**config.mk**
```make
export PLATFORM = sky130hd
export DESIGN_NAME = hilbertTransform
export DESIGN_NICKNAME = d
export VERILOG_FILES = /design/src/matchedFilterPkg.sv /design/src/hilbertTransform.sv
export VERILOG_INCLUDE_DIRS = /design/src
export SDC_FILE = /design/constraint.sdc
export NUM_CORES = 1
export LEC_CHECK = 0
export BUFFER_PORTS_ARGS = -buffer_cell sky130_fd_sc_hd__clkbuf_2
export CORE_MARGIN = 2
export CORE_UTILIZATION = 47
export CTS_BUF_LIST = sky130_fd_sc_hd__clkbuf_4 sky130_fd_sc_hd__clkbuf_8
export DETAILED_ROUTE_END_ITERATION = 8
export PLACE_DENSITY = 0.65
export SYNTH_ARGS = -nofsm -noshare
export SYNTH_HDL_FRONTEND = slang
export SYNTH_SLANG_ARGS = --single-unit
export TNS_END_PERCENT = 100
```
**constraint.sdc**
```tcl
create_clock -name clock -period 4.92 [get_ports clock]
set_input_delay 0.246 -clock clock [delete_from_list [all_inputs] [get_ports clock]]
set_output_delay 0.246 -clock clock [all_outputs]
set_load 0.005 [all_outputs]
```
**src/matchedFilter_config.svh**
```systemverilog
/* Matched filter configuration */
`ifndef MATCHED_FILTER_CONFIG_SVH
`define MATCHED_FILTER_CONFIG_SVH

// Width of one signed real input sample.
`define SAMPLE_WIDTH 12

// Hilbert filter length; the centre tap sits at index HT_TAPS / 2.
`define HT_TAPS 7
// Nonzero Hilbert coefficient magnitudes at one and three taps from the centre.
`define HT_COEFF_1 5
`define HT_COEFF_3 2

// Each part of a complex sample holds the Hilbert sum with no loss.
`define COMPLEX_WIDTH 20

// Complex FIR sizing.
`define COEFF_WIDTH 12
`define FIR_TAPS 8
`define ACC_WIDTH 40

// Depth of the sample buffer in complex words.
`define FIFO_DEPTH 16

`endif

```
**src/matchedFilterPkg.sv**
```systemverilog
/* Matched filter types */
`include "matchedFilter_config.svh"

package matchedFilterPkg;

	// A real input sample together with its strobe.
	typedef struct packed {
		logic valid;
		logic signed [`SAMPLE_WIDTH-1:0] data;
	} realSampleT;

	// An analytic sample as it leaves the Hilbert stage and sits in the buffer.
	typedef struct packed {
		logic signed [`COMPLEX_WIDTH-1:0] re;
		logic signed [`COMPLEX_WIDTH-1:0] im;
	} complexSampleT;

	// One tap of the complex impulse response.
	typedef struct packed {
		logic signed [`COEFF_WIDTH-1:0] re;
		logic signed [`COEFF_WIDTH-1:0] im;
	} complexCoeffT;

	// Full precision filter result with its strobe.
	typedef struct packed {
		logic valid;
		logic signed [`ACC_WIDTH-1:0] re;
		logic signed [`ACC_WIDTH-1:0] im;
	} filterOutT;

endpackage

```
**src/hilbertTransform.sv**
```systemverilog
/* Hilbert transform stage */
`include "matchedFilter_config.svh"

module hilbertTransform (
	input logic clock,
	input logic rstN,
	input matchedFilterPkg::realSampleT sampleIn,
	output logic htValid,
	output matchedFilterPkg::complexSampleT htSample
);

	// Index of the centre tap in the delay line.
	localparam int centre = `HT_TAPS / 2;

	// Coefficients held at the sum width so the products need no extension.
	localparam logic signed [`COMPLEX_WIDTH-1:0] coeff1 = `HT_COEFF_1;
	localparam logic signed [`COMPLEX_WIDTH-1:0] coeff3 = `HT_COEFF_3;

	// Real history, newest sample at index 0.
	logic signed [`SAMPLE_WIDTH-1:0] delayLine [`HT_TAPS];
	logic stage1Valid;

	logic signed [`COMPLEX_WIDTH-1:0] reNext;
	logic signed [`COMPLEX_WIDTH-1:0] imNext;

	// Stage 1 shifts the history, but only when a new sample arrives.
	always_ff @(posedge clock or negedge rstN) begin
		if (!rstN) begin
			for (int i = 0; i < `HT_TAPS; i++) begin
				delayLine[i] <= '0;
			end
			stage1Valid <= 1'b0;
		end else begin
			stage1Valid <= sampleIn.valid;
			if (sampleIn.valid) begin
				for (int i = `HT_TAPS - 1; i > 0; i--) begin
					delayLine[i] <= delayLine[i-1];
				end
				delayLine[0] <= sampleIn.data;
			end
		end
	end

	// The real part is simply the centre tap, so it lines up with the filtered part.
	assign reNext = `COMPLEX_WIDTH'(delayLine[centre]);

	// The taps are odd-symmetric about the centre.
	// Pairing opposite taps halves the number of multiplies.
	// Index 0 carries minus HT_COEFF_3 and the last index carries plus HT_COEFF_3.
	assign imNext =
		coeff1 * (`COMPLEX_WIDTH'(delayLine[centre+1]) - `COMPLEX_WIDTH'(delayLine[centre-1])) +
		coeff3 * (`COMPLEX_WIDTH'(delayLine[centre+3]) - `COMPLEX_WIDTH'(delayLine[centre-3]));

	// Stage 2 strobe.
	always_ff @(posedge clock or negedge rstN) begin
		if (!rstN) begin
			htValid <= 1'b0;
		end else begin
			htValid <= stage1Valid;
		end
	end

	// Stage 2 data, only loaded when stage 1 holds a fresh sample.
	always_ff @(posedge clock) begin
		if (stage1Valid) begin
			htSample <= '{re: reNext, im: imNext};
		end
	end

	// The buffer counts every strobe, so an unknown one would corrupt its level.
	validKnown: assert property (
		@(posedge clock) disable iff (!rstN) !$isunknown(htValid)
	) else $error("htValid is unknown after reset");

endmodule

```
Yosys cells after proc, flatten, opt, wreduce, memory -nomap -nowiden
Cells that the tools add are included.
{"block": "op_classes", "n_addsub": 3, "n_mul": 1}
{"operator": "subtractor 12 x 12 -> 13 bit", "count": 2}
{"operator": "adder 17 x 14 -> 18 bit", "count": 1}
{"operator": "multiplier 4 x 13 -> 17 bit, first input constant", "count": 1}
{"block": "totals", "register_bits": 118, "input_bits": 15, "out_inout_bits": 41, "elab_cells": 15}

Longest topological paths before layout
{"block": "logic_depth", "ltp_word": 3, "depth_mapped": 21, "ltp_nobuf": 20}

Worst setup path before layout
OpenSTA, ideal clock, no wires.
{"block": "synth_path", "path_kind": "register to register", "from": "reg delayLine[49] in the netlist's numbering", "to": "reg htSample[16] in the netlist's numbering, data pin", "setup_ps": 262, "arrival_ps": 3885, "required_time_ps": 4658, "slack_ps": 773, "path_stages_with_launch": 21, "n_path_buf": 1, "period_less_slack_ps": 4147, "path_cell_list": "dfrtp_1 inv_1 ha_1 nor2b_1 o21ai_1 a21oi_1 o41a_1 or4_1 nand4_1 ha_1 inv_1 fa_1 inv_1 ha_1 clkbuf_1 a21oi_1 o211ai_1 a211oi_1 o21ai_1 a21oi_1 xor2_1"}
{"block": "synth_between", "elab_chain_cells": 3}
{"element": "start, declared", "line_no": "hilbertTransform.sv:20", "rtl": "logic signed [`SAMPLE_WIDTH-1:0] delayLine [`HT_TAPS];"}
{"element": "start signal, assigned by index", "line_no": "hilbertTransform.sv:37", "rtl": "delayLine[i] <= delayLine[i-1];"}
{"element": "subtractor 12 x 12 -> 13 bit (no line)"}
{"element": "multiplier 4 x 13 -> 17 bit", "line_no": "hilbertTransform.sv:51", "rtl": "coeff1 * (`COMPLEX_WIDTH'(delayLine[centre+1]) - `COMPLEX_WIDTH'(delayLine[centre-1])) +"}
{"element": "adder 17 x 14 -> 18 bit", "line_no": "hilbertTransform.sv:51"}
{"element": "via imNext[16]", "line_no": "hilbertTransform.sv:24", "rtl": "logic signed [`COMPLEX_WIDTH-1:0] imNext;"}
{"element": "end signal, assigned", "line_no": "hilbertTransform.sv:66", "rtl": "htSample <= '{re: reNext, im: imNext};"}
{"element": "end, declared", "line_no": "hilbertTransform.sv:9", "rtl": "output matchedFilterPkg::complexSampleT htSample"}
The timed path passes the listed nets, and every way through them passes these cells.
A chain may end at the register's enable or synchronous reset.

Worst setup path in the final report
Ends and elaborated chain as after synthesis.

==> qor.txt <==
Initial antenna violation count: 0
Buffers & Inverters on Critical Path: 3
Post-DP HPWL: 8620 microns
Share of cells above drive strength 1: 23.2%
Global Route met3 Usage: 4.80%
Worst Hold Class: in2reg
TritonCTS Buffers: 17
Worst-Margin Slew: 1120 ps
Rows: 43
Drt first pass iters: 5
First-pass GRT wire length: 19800 microns
I/O Pins: 56
Core Footprint: 0.0139 sq mm
Final setup viols: 0
Clock root buffer: clkbuf_8
Diodes inserted: 0
Layout area overhead: 12.8%
Seq cells post-synth: 116
Worst skew pair latency: 450 ps
Global-route usage over all layers: 17.1%
Largest net degree at the start of global routing: 111
Tmin final: 4580 ps
Fin. Hold Viols: 0
Final Max Slew Viols: 0
RSZ-0062 raised after global routing: false
CP max FO: 7
Syn Inst Count: 605
Critical Path RT: 5110 ps
Post-route DRC: 0
CTS tree: yes
Placer Congestion: 0.870
Max-cap check violation count: 0
Die ar.: 0.0151 sq mm
Yosys top cell by area: dfrtp_1
WS Path Type: reg2reg
Vias in the first global route: 4252
Routed vias/inst: 5.12
Post-cts resize count: 0
Setup Buffers After CTS: 0
Yosys warning count: 0
Status: finished clean
Largest cells by area after synthesis: dfrtp_1 32%, edfxtp_1 14%, ha_1 10%
Rel. slew slack: 25.4%
Global-route met1 utilization: 23.0%
Number of enable flip-flop cells after synthesis: 30
Routed Antenna Nets: 0
Crit path capture type: register
Worst path cell trace: inv_1, ha_1, nor2b_1, o21ai_1, a21oi_1, o41ai_1, xnor2_1, ha_1, inv_1, fa_1, inv_1, ha_1, a21oi_1, o211ai_1, a211oi_1, o21ai_1, a21oi_1, xor2_1
Hold Buf Count CTS: 9
Netlist cell types: 53
H-tree levels: 4
Routed wire length per instance: 13.9 microns
Starting Density: 47.9%
Crit-path max cell delay: 540 ps
Mapped Area: 0.00665 sq mm
Count leader, synth: dfrtp_1
Arrival @ worst endpoint: 4780 ps
Fillers: 1211
Cell family with most CP delay: compound AO/OA/AOI/OAI gates
Met2 Resource Use GR: 26.1%
Post-synth top flop: dfrtp_1
Vias: 4386
Max Fclk: 218 MHz
Share of synthesized registers carrying an async set or reset: 74.1%
Clock-pin transition on the worst setup and hold timing paths: 70 ps
Final instance area: 0.00751 sq mm
R2r setup slk: 340 ps
Syn Nets: 688
Critical path launch point type: register
Fin nets: 746
Die width: 123 microns
Synth cell count leaders: 86 x dfrtp_1, 84 x inv_1, 59 x mux2_2
TNS Setup: 0 ps
Initial DRC count: 304
Clock Skew: 12.2 ps
Die Ht: 123 microns
Placed cell area: 0.00702 sq mm
Top-area cell type share of the netlist area: 32.3%
Slowest stage cell, crit path: o41ai_1
Final WL: 11900 microns
Syn avg cell area: 11.0 sq um
Input/output buffers: 55
CTS Buffer Depth: 2
Final period utilization: 93.2%
Grt peak-use layer: met2
CTS sink count: 116
Register area share after synthesis: 45.9%
Gr ovfl total: 0
layer usage:
layer	vias up	routed length [microns]
met5	-	0
met4	0	251
met3	22	528
met2	88	5310
met1	2085	5830
li1	2191	-
cell families (layout without fill, tap and decap cells):
group	after synthesis	count (layout)	synth area share (%)
adders and majority gates	68	68	14.4
buffers and inverters	111	182	7.09
DFF	116	116	45.9
and+or+nand+nor	104	104	7.73
AOI/OAI and AO/OA	116	116	10.8
muxes	61	61	10.3
xor gates and xnor gates	29	29	3.82
through the flow:
stage / instances / hold slack, ps / setup slack [ps] / util (%)
6_report: 856 / 27.9 / 335 / 54.1
5_1_grt: 856 / 23.3 / 24.2 / 54.1
4_1_cts: 856 / 0.591 / 369 / 54.1
3_5_place_dp: 815 / 218 / 393 / 50.6
3_3_place_gp: 815 / 211 / 530 / 50.6
2_1_floorplan: 605 / -49.6 / 773 / -
worst paths after layout:
check,cells past startpoint,to,start
worst max-delay path,18,htSample[16],delayLine[49]
worst min-delay path,3,delayLine[81],sampleIn[9]
worst max register to register,18,htSample[16],delayLine[49]
worst min register to register,0,htSample[28],delayLine[44]
max in group asynchronous,3,delayLine[49],rstN
min in group asynchronous,2,delayLine[68],rstN
cell type report:
class | count | area, sq um | share of cell area, %
Tap cell | 180 | 225 | 3.00
Timing Repair Buffer | 66 | 385 | 5.13
Sequential cell | 116 | 3050 | 40.7
Multi-Input combinational cell | 378 | 3130 | 41.7
Clock buffer | 18 | 241 | 3.22
Inverter | 84 | 315 | 4.20
Clock inverter | 14 | 156 | 2.08
placed cells by master (no fill, tap or decap), types with 11 or more instances in the layout:
cell type / netlist / final
a21oi_1: 29 / 29
clkbuf_2: 0 / 53
clkbuf_8: 1 / 17
dfrtp_1: 86 / 86
edfxtp_1: 30 / 30
fa_1: 14 / 14
ha_1: 54 / 54
inv_1: 84 / 84
mux2_2: 59 / 59
nand2_1: 38 / 38
nor2_1: 20 / 20
nor2b_1: 11 / 11
o21ai_0: 40 / 40
xnor2_1: 15 / 15
xor2_1: 14 / 14
worst reg2reg max path: cells and delay by family, from the launching register on:
family,cells,cell delay [ps]
xor+xnor,2,270
simple gates,1,130
fa+ha+maj,4,1470
compound gates,8,1900
buf+inv,3,160
flops,1,390
state kept, by name, summed over array words and instances, names as in the netlist:
signal / flops
delayLine: 84
htSample: 30
htValid: 1
stage1Valid: 1
Power is not shown: default switching activity piles up to over one toggle a cycle in this logic, so the estimate is an artifact.
