$ cat config.mk
export PLATFORM = sky130hd
export DESIGN_NAME = sampleFifo
export DESIGN_NICKNAME = d
export VERILOG_FILES = /design/src/matchedFilterPkg.sv /design/src/sampleFifo.sv
export VERILOG_INCLUDE_DIRS = /design/src
export SDC_FILE = /design/constraint.sdc
export NUM_CORES = 1
export LEC_CHECK = 0
export BUFFER_PORTS_ARGS = -buffer_cell sky130_fd_sc_hd__buf_2
export CAP_MARGIN = 10
export CORE_MARGIN = 2
export CORE_UTILIZATION = 55
export DETAILED_ROUTE_END_ITERATION = 10
export PLACE_DENSITY = 0.72
export SKIP_CTS_REPAIR_TIMING = 1
export SLEW_MARGIN = 20
export SYNTH_ARGS = -nofsm -noshare
export SYNTH_HDL_FRONTEND = slang
export SYNTH_SLANG_ARGS = --single-unit
$ cat constraint.sdc
create_clock -name clock -period 6.15 [get_ports clock]
set_clock_uncertainty 0.15 [all_clocks]
set_input_delay 0 -clock clock [delete_from_list [all_inputs] [get_ports clock]]
set_output_delay 0 -clock clock [all_outputs]
set_load 0.02 [all_outputs]
$ cat src/matchedFilter_config.svh
/* Matched filter configuration */
`ifndef MATCHED_FILTER_CONFIG_SVH
`define MATCHED_FILTER_CONFIG_SVH

// Width of one signed real input sample.
`define SAMPLE_WIDTH 12

// Hilbert filter length; the centre tap sits at index HT_TAPS / 2.
`define HT_TAPS 7
// Nonzero Hilbert coefficient magnitudes at one and three taps from the centre.
`define HT_COEFF_1 5
`define HT_COEFF_3 2

// Each part of a complex sample holds the Hilbert sum with no loss.
`define COMPLEX_WIDTH 20

// Complex FIR sizing.
`define COEFF_WIDTH 12
`define FIR_TAPS 8
`define ACC_WIDTH 40

// Depth of the sample buffer in complex words.
`define FIFO_DEPTH 16

`endif

$ cat src/matchedFilterPkg.sv
/* Matched filter types */
`include "matchedFilter_config.svh"

package matchedFilterPkg;

	// A real input sample together with its strobe.
	typedef struct packed {
		logic valid;
		logic signed [`SAMPLE_WIDTH-1:0] data;
	} realSampleT;

	// An analytic sample as it leaves the Hilbert stage and sits in the buffer.
	typedef struct packed {
		logic signed [`COMPLEX_WIDTH-1:0] re;
		logic signed [`COMPLEX_WIDTH-1:0] im;
	} complexSampleT;

	// One tap of the complex impulse response.
	typedef struct packed {
		logic signed [`COEFF_WIDTH-1:0] re;
		logic signed [`COEFF_WIDTH-1:0] im;
	} complexCoeffT;

	// Full precision filter result with its strobe.
	typedef struct packed {
		logic valid;
		logic signed [`ACC_WIDTH-1:0] re;
		logic signed [`ACC_WIDTH-1:0] im;
	} filterOutT;

endpackage

$ cat src/sampleFifo.sv
/* Complex sample buffer */
`include "matchedFilter_config.svh"

module sampleFifo (
	input logic clock,
	input logic rstN,
	input logic push,
	input matchedFilterPkg::complexSampleT pushData,
	input logic pop,
	output matchedFilterPkg::complexSampleT fifoData,
	output logic fifoEmpty,
	output logic overflow
);

	localparam int ptrW = $clog2(`FIFO_DEPTH);
	localparam logic [ptrW:0] depthCount = (ptrW + 1)'(`FIFO_DEPTH);

	matchedFilterPkg::complexSampleT mem [`FIFO_DEPTH];
	logic [ptrW-1:0] wrPtr;
	logic [ptrW-1:0] rdPtr;
	// One bit wider than the pointers, so a full buffer is distinct from an empty one.
	logic [ptrW:0] count;
	logic full;
	logic pushOk;

	assign full = (count == depthCount);
	assign fifoEmpty = (count == '0);
	// A push into a full buffer is lost even if a pop happens in the same cycle.
	assign pushOk = push && !full;

	// The head word is visible without a read request.
	assign fifoData = mem[rdPtr];

	always_ff @(posedge clock) begin
		if (pushOk) begin
			mem[wrPtr] <= pushData;
		end
	end

	// Pointers wrap on their own since the depth is a power of two.
	always_ff @(posedge clock or negedge rstN) begin
		if (!rstN) begin
			wrPtr <= '0;
			rdPtr <= '0;
			count <= '0;
			overflow <= 1'b0;
		end else begin
			if (pushOk) begin
				wrPtr <= wrPtr + ptrW'(1);
			end
			if (pop) begin
				rdPtr <= rdPtr + ptrW'(1);
			end
			count <= count + (ptrW + 1)'(pushOk) - (ptrW + 1)'(pop);
			// Sticky until the next reset.
			if (push && full) begin
				overflow <= 1'b1;
			end
		end
	end

	// The consumer must look at fifoEmpty before it pops.
	noEmptyPop: assert property (
		@(posedge clock) disable iff (!rstN) pop |-> !fifoEmpty
	) else $error("Pop from an empty FIFO");

	// The count must never exceed the depth.
	countBound: assert property (
		@(posedge clock) disable iff (!rstN) count <= depthCount
	) else $error("FIFO count above its depth");

endmodule

After elaboration in Yosys (flattened, before gate mapping)
Memories as Yosys holds them, arrays and structs flattened.
Cells that the tools add are included.
- memories kept: 1
- logic and storage cells: 16
- bits in read-only memories: 0
- latch bits: 0
- flip-flop bits (word level): 14
- bits in writable memories: 640
- memories (name ; words ; width ; rd ports ; clocked after memory_dff ; write ports ; line ; RTL):
    mem ; 16 ; 40 ; 1 ; 0 ; 1 ; sampleFifo.sv:18 ; matchedFilterPkg::complexSampleT mem [`FIFO_DEPTH];
- bitwise logic cells: 0
- muxes and demuxes: 2
- shifts and indexed selects: 0
- div/mod/pow operators: 0
- add/sub/neg operators: 4
- $mul: 0
- $lt $le $gt $ge: 0
- equality and inequality tests: 1
- reductions and logical operators: 4
- operator list (cell ; number):
    $add A4 B1 Y4 const B ; 2
    $add A5 B1 Y5 ; 1
    $eq A5 B5 Y1 const B ; 1
    $logic_not A5 Y1 ; 1
    $sub A5 B1 Y5 ; 1
    $logic_and A1 B1 Y1 ; 2
    $mux W1 ; 2
    $logic_not A1 Y1 ; 1

Longest topological paths before layout
Gate-level depths: netlist of run 1.
- depth after elaboration: 5
- mapped depth: 15
- depth with buffers taken out: 14

Least setup slack after synthesis of run 1
OpenSTA, ideal clock, no wires.
- path type: register -> register
- start: register count[2]
- end: memory mem[0][0] in the netlist's numbering (enable)
- slack: 0.527 ns
- stages on the path, launching flop included: 8
- arrival time: 4.935 ns
- path buffers: 1
- cell sequence: dfrtp_1 inv_1 ha_1 and4bb_1 nor2b_1 clkbuf_2 inv_2 nor4_1
- cells in the longest elaborated chain, start to end: 5
- ends and longest elaborated chain (element ; line ; RTL):
    start: declaration ; sampleFifo.sv:22 ; logic [ptrW:0] count;
    start signal: assignment ; sampleFifo.sv:54 ; count <= count + (ptrW + 1)'(pushOk) - (ptrW + 1)'(pop);
    start signal: assignment ; sampleFifo.sv:69 ; @(posedge clock) disable iff (!rstN) count <= depthCount
    $eq A5 B5 Y1 ; sampleFifo.sv:26 ; assign full = (count == depthCount);
    $logic_not A1 Y1 ; sampleFifo.sv:29 ; assign pushOk = push && !full;
    $logic_and A1 B1 Y1 ; sampleFifo.sv:29 ;
    $mux W1 ; sampleFifo.sv:35 ; if (pushOk) begin
    $mux W1 (implied by the code) ; sampleFifo.sv:36 ; mem[wrPtr] <= pushData;
    end: declaration ; sampleFifo.sv:18 ;
Every way passes these cells.

==> flow_summary_export.csv, run 1 <==
group,metric,value,unit
status,status,"complete, no violations",
logic_synthesis,synthDistinctLibCells,31,
logic_synthesis,ys.flop_type,"edfxtp_1",
logic_synthesis,avgSynthCellArea,23.2,sq um
power_and_ir_drop,pwr-share-seq,0.436,
sta,worstMarginPinSlew,1.13,ns
logic_synthesis,synth_warnings,0,
power_and_ir_drop,p_total,13.1,mW
power_and_ir_drop,vdd_ir_drop_max,0.324,mV
floorplan,num_rows,77,
cts,htreeDepth,2,
cts,numCtsBuffers,61,
worst_setup_path,cp.required,6.00,ns
floorplan,io_pins,86,
drt,wirelength,48300,um
worst_setup_path,setup.worst_path.end_class,"primary output",
placed_design,dpl.cell_count,1713,
floorplan,chipWidth,216,um
sta,fin_crit_sh,0.605,
logic_synthesis,synthArstFlopShare,0.0214,
drt,avgViaCountPerCell,6.01,
cells_and_area,insertedDiodeCount,0,
power_and_ir_drop,switching_share,0.303,
cts,clk_path_buf_depth,3,
cts,clock-sinks,654,
drt,wl_per_cell,25.8,um
floorplan,initial_utilization,0.558,
floorplan,die_y,216,um
worst_setup_path,reg2reg_depth,8,
placed_design,dp_hpwl,25900,um
logic_synthesis,yosysMostFrequentCell,"edfxtp_1",
sta,fmax,0.269,GHz
grt,grtUsageTotal,0.212,
cells_and_area,layout-drive-gt1-share,0.300,
cts,root_buffer,"clkbuf_16",
min_path,min_path_type,"primary input to register",
placed_design,placed_cell_area,25800,sq um
logic_synthesis,syn_inst,1065,
drt,drc,0,
sta,hold_viol,0,
logic_synthesis,synth_area,24700,sq um
cts,cts_tree,"built",
power_and_ir_drop,p_comb_frac,0.281,
drt,first_pass_iters,5,
sta,slew_headroom,0.247,
logic_synthesis,yosys.area.top_type_share,0.779,
worst_setup_path,crit_type,"register to primary output",
job,maxCapViolCount,0,
sta,setup_tns,0,ns
drt,drtAntennaViolNets,0,
cells_and_area,nets,1285,
grt,overflow,0,
logic_synthesis,yosysTopAreaCell,"edfxtp_1",
floorplan,core,44200,sq um
grt,antenna_found_initial,1,
worst_setup_path,cp_max_fo,45,
sta,period_needed,3.72,ns
worst_setup_path,critPathLaunchType,"register",
grt,grt_pass1_vias,11700,
power_and_ir_drop,leakage,9.05,nW
power_and_ir_drop,p_per_area,464,nW/um^2
placed_design,port_buffers,85,
min_path,whs_path_depth,3,
logic_synthesis,synthTopCellsByCount,"640 x edfxtp_1, 160 x mux4_2, 80 x o22ai_1",
placed_design,dp_slack,2.52,ns
grt,grt_max_degree,54,
power_and_ir_drop,p_int,9.14,mW
logic_synthesis,synth_edf_count,640,
power_and_ir_drop,power.switching,3.97,mW
cts,worstSkewPairLatency,0.61,ns
cts,clk_pin_slew,0.06,ns
cells_and_area,synthToLayoutAreaGrowth,14.6,%
worst_setup_path,arrival,3.57,ns
sta,finalSetupViolCount,0,
sta,drv_slew,0,
sta,hold_ws,0.0660,ns
floorplan,die_area,46600,sq um
logic_synthesis,yosysSeqAreaShare,0.793,
drt,vias,11300,
sta,grt_setup_unrepaired,"false",
cells_and_area,fin_area,28300,sq um
drt,drt-initial-drc-count,943,
cells_and_area,final_util,0.639,
power_and_ir_drop,power.share.clock,0.283,
logic_synthesis,ys_seq_elements,654,
grt,grt_pass1_wl,72900,um
sta,worst_slack,2.43,ns
cells_and_area,fin_cells,1874,
logic_synthesis,synth_nets,1121,
logic_synthesis,ys_top_cells_by_area,"edfxtp_1 78%, mux4_2 15%, o22ai_1 2.0%",
placed_design,gp_congestion,0.776,
==> cell usage in the layout (no fill, tap or decap), types with 2 or more instances in the layout <==
| cell | synthesis | layout |
|---|---|---|
| nor3b_1 | 2 | 2 |
| clkbuf_16 | 0 | 63 |
| clkbuf_8 | 0 | 3 |
| nor2_4 | 0 | 4 |
| nor4_2 | 0 | 4 |
| inv_6 | 0 | 3 |
| nand2_1 | 4 | 3 |
| clkbuf_1 | 28 | 14 |
| dfrtp_1 | 14 | 11 |
| mux4_2 | 160 | 160 |
| nor2_1 | 44 | 40 |
| dfrtp_4 | 0 | 3 |
| bufinv_16 | 0 | 6 |
| o22ai_1 | 80 | 80 |
| clkinv_1 | 0 | 15 |
| edfxtp_1 | 640 | 640 |
| buf_2 | 17 | 85 |
| xor2_1 | 3 | 3 |
| and2_2 | 0 | 8 |
| ha_1 | 11 | 11 |
| buf_4 | 0 | 26 |
| a21oi_1 | 2 | 2 |
| a21o_1 | 2 | 2 |
| clkinv_2 | 0 | 8 |
| inv_1 | 14 | 14 |
| nand2b_2 | 0 | 2 |
| clkinvlp_4 | 0 | 3 |
| dlygate4sd3_1 | 0 | 45 |
| nand4_1 | 2 | 2 |
| xnor2_1 | 7 | 7 |
==> power by group through the flow <==
stage / Combinational, mW / Sequential (mW) / Clock [mW]
floorplan: 2.84 / 5.57 / 0
global placement: 3.67 / 5.79 / 0
detailed placement: 3.71 / 5.81 / 0
CTS: 3.74 / 5.72 / 3.79
global route: 3.94 / 5.77 / 3.96
finish: 3.68 / 5.71 / 3.72
==> worst paths after layout <==
path / slack [ns] / endpoint / from
max in group asynchronous: 5.03 / rdPtr[1] / rstN
hold / removal: 0.07 / rdPtr[0] / pop
setup / recovery: 2.43 / fifoData[36] / rdPtr[0]
hold reg to reg: 0.35 / overflow / overflow
min in group asynchronous: 0.33 / count[2] / rstN
setup reg to reg: 2.49 / mem[4][10] / count[2]
==> critical path, cell delays in order (launching register included) <==
cell	delay (ns)
dfrtp_4	1.02
buf_4	0.73
mux4_2	0.60
o22ai_1	0.23
nor2_1	0.12
buf_2	0.18
==> final cells by class <==
class                           instances  area (sq um)
Clock buffer                           80          1670
Clock inverter                         36           334
Fill cell                            2883         15900
Inverter                               15          56.3
Multi-Input combinational cell        340          4800
Sequential cell                       654         19600
Tap cell                              592           741
Timing Repair Buffer                  157          1090
==> per-layer routing <==
metal	vias up	routed length (um)	global-route usage	share of wire
met2	351	24600	0.353	0.51
met1	5979	19900	0.294	0.41
li1	4855	-	-	-
met5	-	13	0	0.00027
met3	84	2580	0.0297	0.053
met4	2	1300	0.0731	0.027
==> sequential cells by signal (all words and copies together) (netlist names) <==
name / count
rdPtr: 4
overflow: 1
wrPtr: 4
mem: 640
count: 5
==> cell families (layout without fill, tap and decap cells) <==
logic type / count (synthesis) / count (layout) / share of synthesized area
flops: 654 / 654 / 0.793
mux: 161 / 161 / 0.147
compound gates: 86 / 86 / 0.0218
simple gates: 71 / 71 / 0.0135
buf+inv: 71 / 288 / 0.0148
fa+ha+maj: 12 / 12 / 0.00639
xor+xnor: 10 / 10 / 0.00355
(Power assumes the default switching activity.)
==> run 2: changes to the inputs <==
--- a/config.mk
+++ b/config.mk
@@ -6,12 +6,13 @@
 export SDC_FILE = /design/constraint.sdc
 export NUM_CORES = 1
 export LEC_CHECK = 0
+export ABC_AREA = 1
 export BUFFER_PORTS_ARGS = -buffer_cell sky130_fd_sc_hd__buf_2
 export CAP_MARGIN = 10
 export CORE_MARGIN = 2
 export CORE_UTILIZATION = 55
 export DETAILED_ROUTE_END_ITERATION = 10
-export PLACE_DENSITY = 0.72
+export PLACE_DENSITY = 0.75
 export SKIP_CTS_REPAIR_TIMING = 1
 export SLEW_MARGIN = 20
 export SYNTH_ARGS = -nofsm -noshare
==> constraint.sdc (replaced) <==
create_clock -name clock -period 3.08 [get_ports clock]
set_clock_uncertainty 0.15 [all_clocks]
set_input_delay 0 -clock clock [delete_from_list [all_inputs] [get_ports clock]]
set_output_delay 0 -clock clock [all_outputs]
set_load 0.02 [all_outputs]
==> run 2 against run 1 <==
Effect of this change: synthesized area rose by 15%; die area rose by 15%; synthesized cell count rose to 2.5 times the previous value; sequential power rose by 93%; combinational power rose to 2.8 times the previous value; register-to-register slack got worse by 2.0 ns; design area rose by 14%; core utilization fell by 1.3 points; via count rose by 68%; critical path type unchanged; non-clock buffer count rose by 16; total power rose by 120%.
==> flow_summary_export.csv, run 2 <==
group,metric,value,unit
status,status,"complete, no violations",
sta,drv_slew,0,
worst_setup_path,cp_max_fo,93,
cells_and_area,largest_register_ffs,640,
logic_synthesis,synth_area,28500,sq um
logic_synthesis,ys.flop_type,"edfxtp_1",
sta,fmax,0.354,GHz
logic_synthesis,synth_warnings,0,
drt,vias,18900,
placed_design,port_buffers,85,
floorplan,die_y,232,um
sta,finalSetupViolCount,0,
logic_synthesis,yosys.area.top_type_share,0.675,
placed_design,dp_hpwl,35100,um
min_path,whs_path_depth,4,
power_and_ir_drop,vdd_ir_drop_max,0.712,mV
worst_setup_path,r2r-end,"count[4]",
cells_and_area,insertedDiodeCount,0,
cts,htreeDepth,3,
drt,avgViaCountPerCell,5.38,
logic_synthesis,yosysSeqAreaShare,0.687,
min_path,holdPathEnd,"overflow",
floorplan,die_area,53600,sq um
cells_and_area,synthToLayoutAreaGrowth,12.9,%
job,maxCapViolCount,0,
drt,first_pass_iters,6,
cts,root_buffer,"clkbuf_16",
sta,worstMarginPinSlew,0.945,ns
sta,period_needed,2.82,ns
grt,antenna_found_initial,0,
logic_synthesis,synthDistinctLibCells,25,
worst_setup_path,r2r_start,"count[2]",
logic_synthesis,syn_inst,2676,
cells_and_area,final_common_cell,"edfxtp_1",
logic_synthesis,synthTopCellsByCount,"640 x edfxtp_1, 620 x nand2_1, 574 x inv_1",
logic_synthesis,yosysMostFrequentCell,"edfxtp_1",
worst_setup_path,r2r_setup_slack,0.54,ns
grt,grt_pass1_wl,103000,um
logic_synthesis,ys_seq_elements,654,
worst_setup_path,setup.worst_path.end_class,"primary output",
floorplan,chipWidth,232,um
sta,hold_ws,0.0670,ns
floorplan,io_pins,86,
cells_and_area,nets,2842,
logic_synthesis,synth_nets,2732,
placed_design,gp_congestion,0.790,
drt,drc,0,
sta,hold_viol,0,
cells_and_area,reg_top3,"mem: 640 flops, count: 5 flops",
drt,drt-initial-drc-count,2261,
drt,wl_per_cell,19.1,um
cells_and_area,fin_cells,3513,
worst_setup_path,cp.required,2.93,ns
cts,numCtsBuffers,67,
cts,clk_path_buf_depth,3,
logic_synthesis,avgSynthCellArea,10.6,sq um
floorplan,num_rows,83,
worst_setup_path,critPathLaunchType,"register",
cells_and_area,final_cell_mix,"640 x edfxtp_1, 620 x nand2_1, 574 x inv_1",
sta,grt_setup_unrepaired,"false",
cts,worstSkewPairLatency,0.59,ns
cts,clk_pin_slew,0.06,ns
cts,cts_tree,"built",
drt,wirelength,67000,um
grt,grtUsageTotal,0.253,
floorplan,core,51300,sq um
cts,clock-sinks,654,
min_path,min_from,"push",
drt,drtAntennaViolNets,0,
grt,overflow,0,
worst_setup_path,crit_type,"register to primary output",
sta,slew_headroom,0.370,
cells_and_area,regMostFlops,"mem",
sta,worst_slack,0.257,ns
placed_design,dp_slack,0.570,ns
worst_setup_path,arrival,2.67,ns
logic_synthesis,yosysTopAreaCell,"edfxtp_1",
min_path,min_path_type,"primary input to register",
power_and_ir_drop,p_per_area,897,nW/um^2
logic_synthesis,synthArstFlopShare,0.0214,
cells_and_area,final_util,0.627,
sta,fin_crit_sh,0.917,
worst_setup_path,reg2reg_depth,11,
logic_synthesis,ys_top_cells_by_area,"edfxtp_1 67%, nand3_1 9.9%, nand2_1 8.2%",
cells_and_area,layout-drive-gt1-share,0.0928,
grt,grt_pass1_vias,19100,
grt,grt_max_degree,163,
placed_design,dpl.cell_count,3353,
floorplan,initial_utilization,0.555,
power_and_ir_drop,leakage,13.7,nW
logic_synthesis,synth_edf_count,640,
-- run 2: per-layer routing --
metal	global-route usage	routed length, um	vias to the layer above
li1	-	-	8848
met1	0.318	25500	9022
met2	0.431	33700	859
met3	0.0420	5150	175
met4	0.115	2670	0
met5	0	0	-
-- run 2: logic make-up (layout without fill, tap and decap cells) --
kind of cell    after synthesis  after routing  synth area share
flops                       654            654             0.687
simple gates               1284           1284             0.201
compound gates                7              7           0.00132
buf+inv                     711            868             0.103
xor+xnor                      8              8           0.00246
fa+ha+maj                    12             12           0.00553
-- run 2: area by class of cell --
cell class                      count  area, sq um
Timing Repair Buffer              173         1420
Fill cell                        3846        19100
Tap cell                          680          851
Clock buffer                       89         1890
Inverter                          579         2180
Multi-Input combinational cell   1311         6110
Sequential cell                   654        19600
Clock inverter                     27          113
-- run 2: power breakdown --
part,leakage [nW],total [mW],internal (mW),switching (mW)
Clock,0.982,7.49,4.28,3.21
Sequential,5.94,11.0,10.7,0.319
Combinational,6.77,10.3,3.03,7.32
-- run 2: critical path: stages, from the launching register on --
cell	delay (ns)
dfrtp_4	0.48
buf_4	0.72
nand2_1	0.16
nand3_1	0.15
nand3_1	0.11
nand3_1	0.12
nand2_1	0.08
buf_2	0.17
-- run 2: worst max path at each step --
stage               slack (ns)      endpoint      from
finish                    0.26   fifoData[3]  rdPtr[0]
global route              0.08  fifoData[10]  rdPtr[0]
CTS                       0.26   fifoData[8]  rdPtr[0]
detailed placement        0.57      count[4]  count[2]
global placement          0.63      count[4]  count[2]
floorplan                -0.22    mem[11][0]  count[2]
-- run 2: through the flow --
step | instance area (sq um) | power, mW | setup TNS, ns
global route | 32200 | 30.2 | 0
finish | 32200 | 28.8 | 0
CTS | 31700 | 28.9 | 0
detailed placement | 29700 | 21.4 | 0
global placement | 29700 | 21.1 | 0
floorplan | 28500 | 18.2 | -111.16
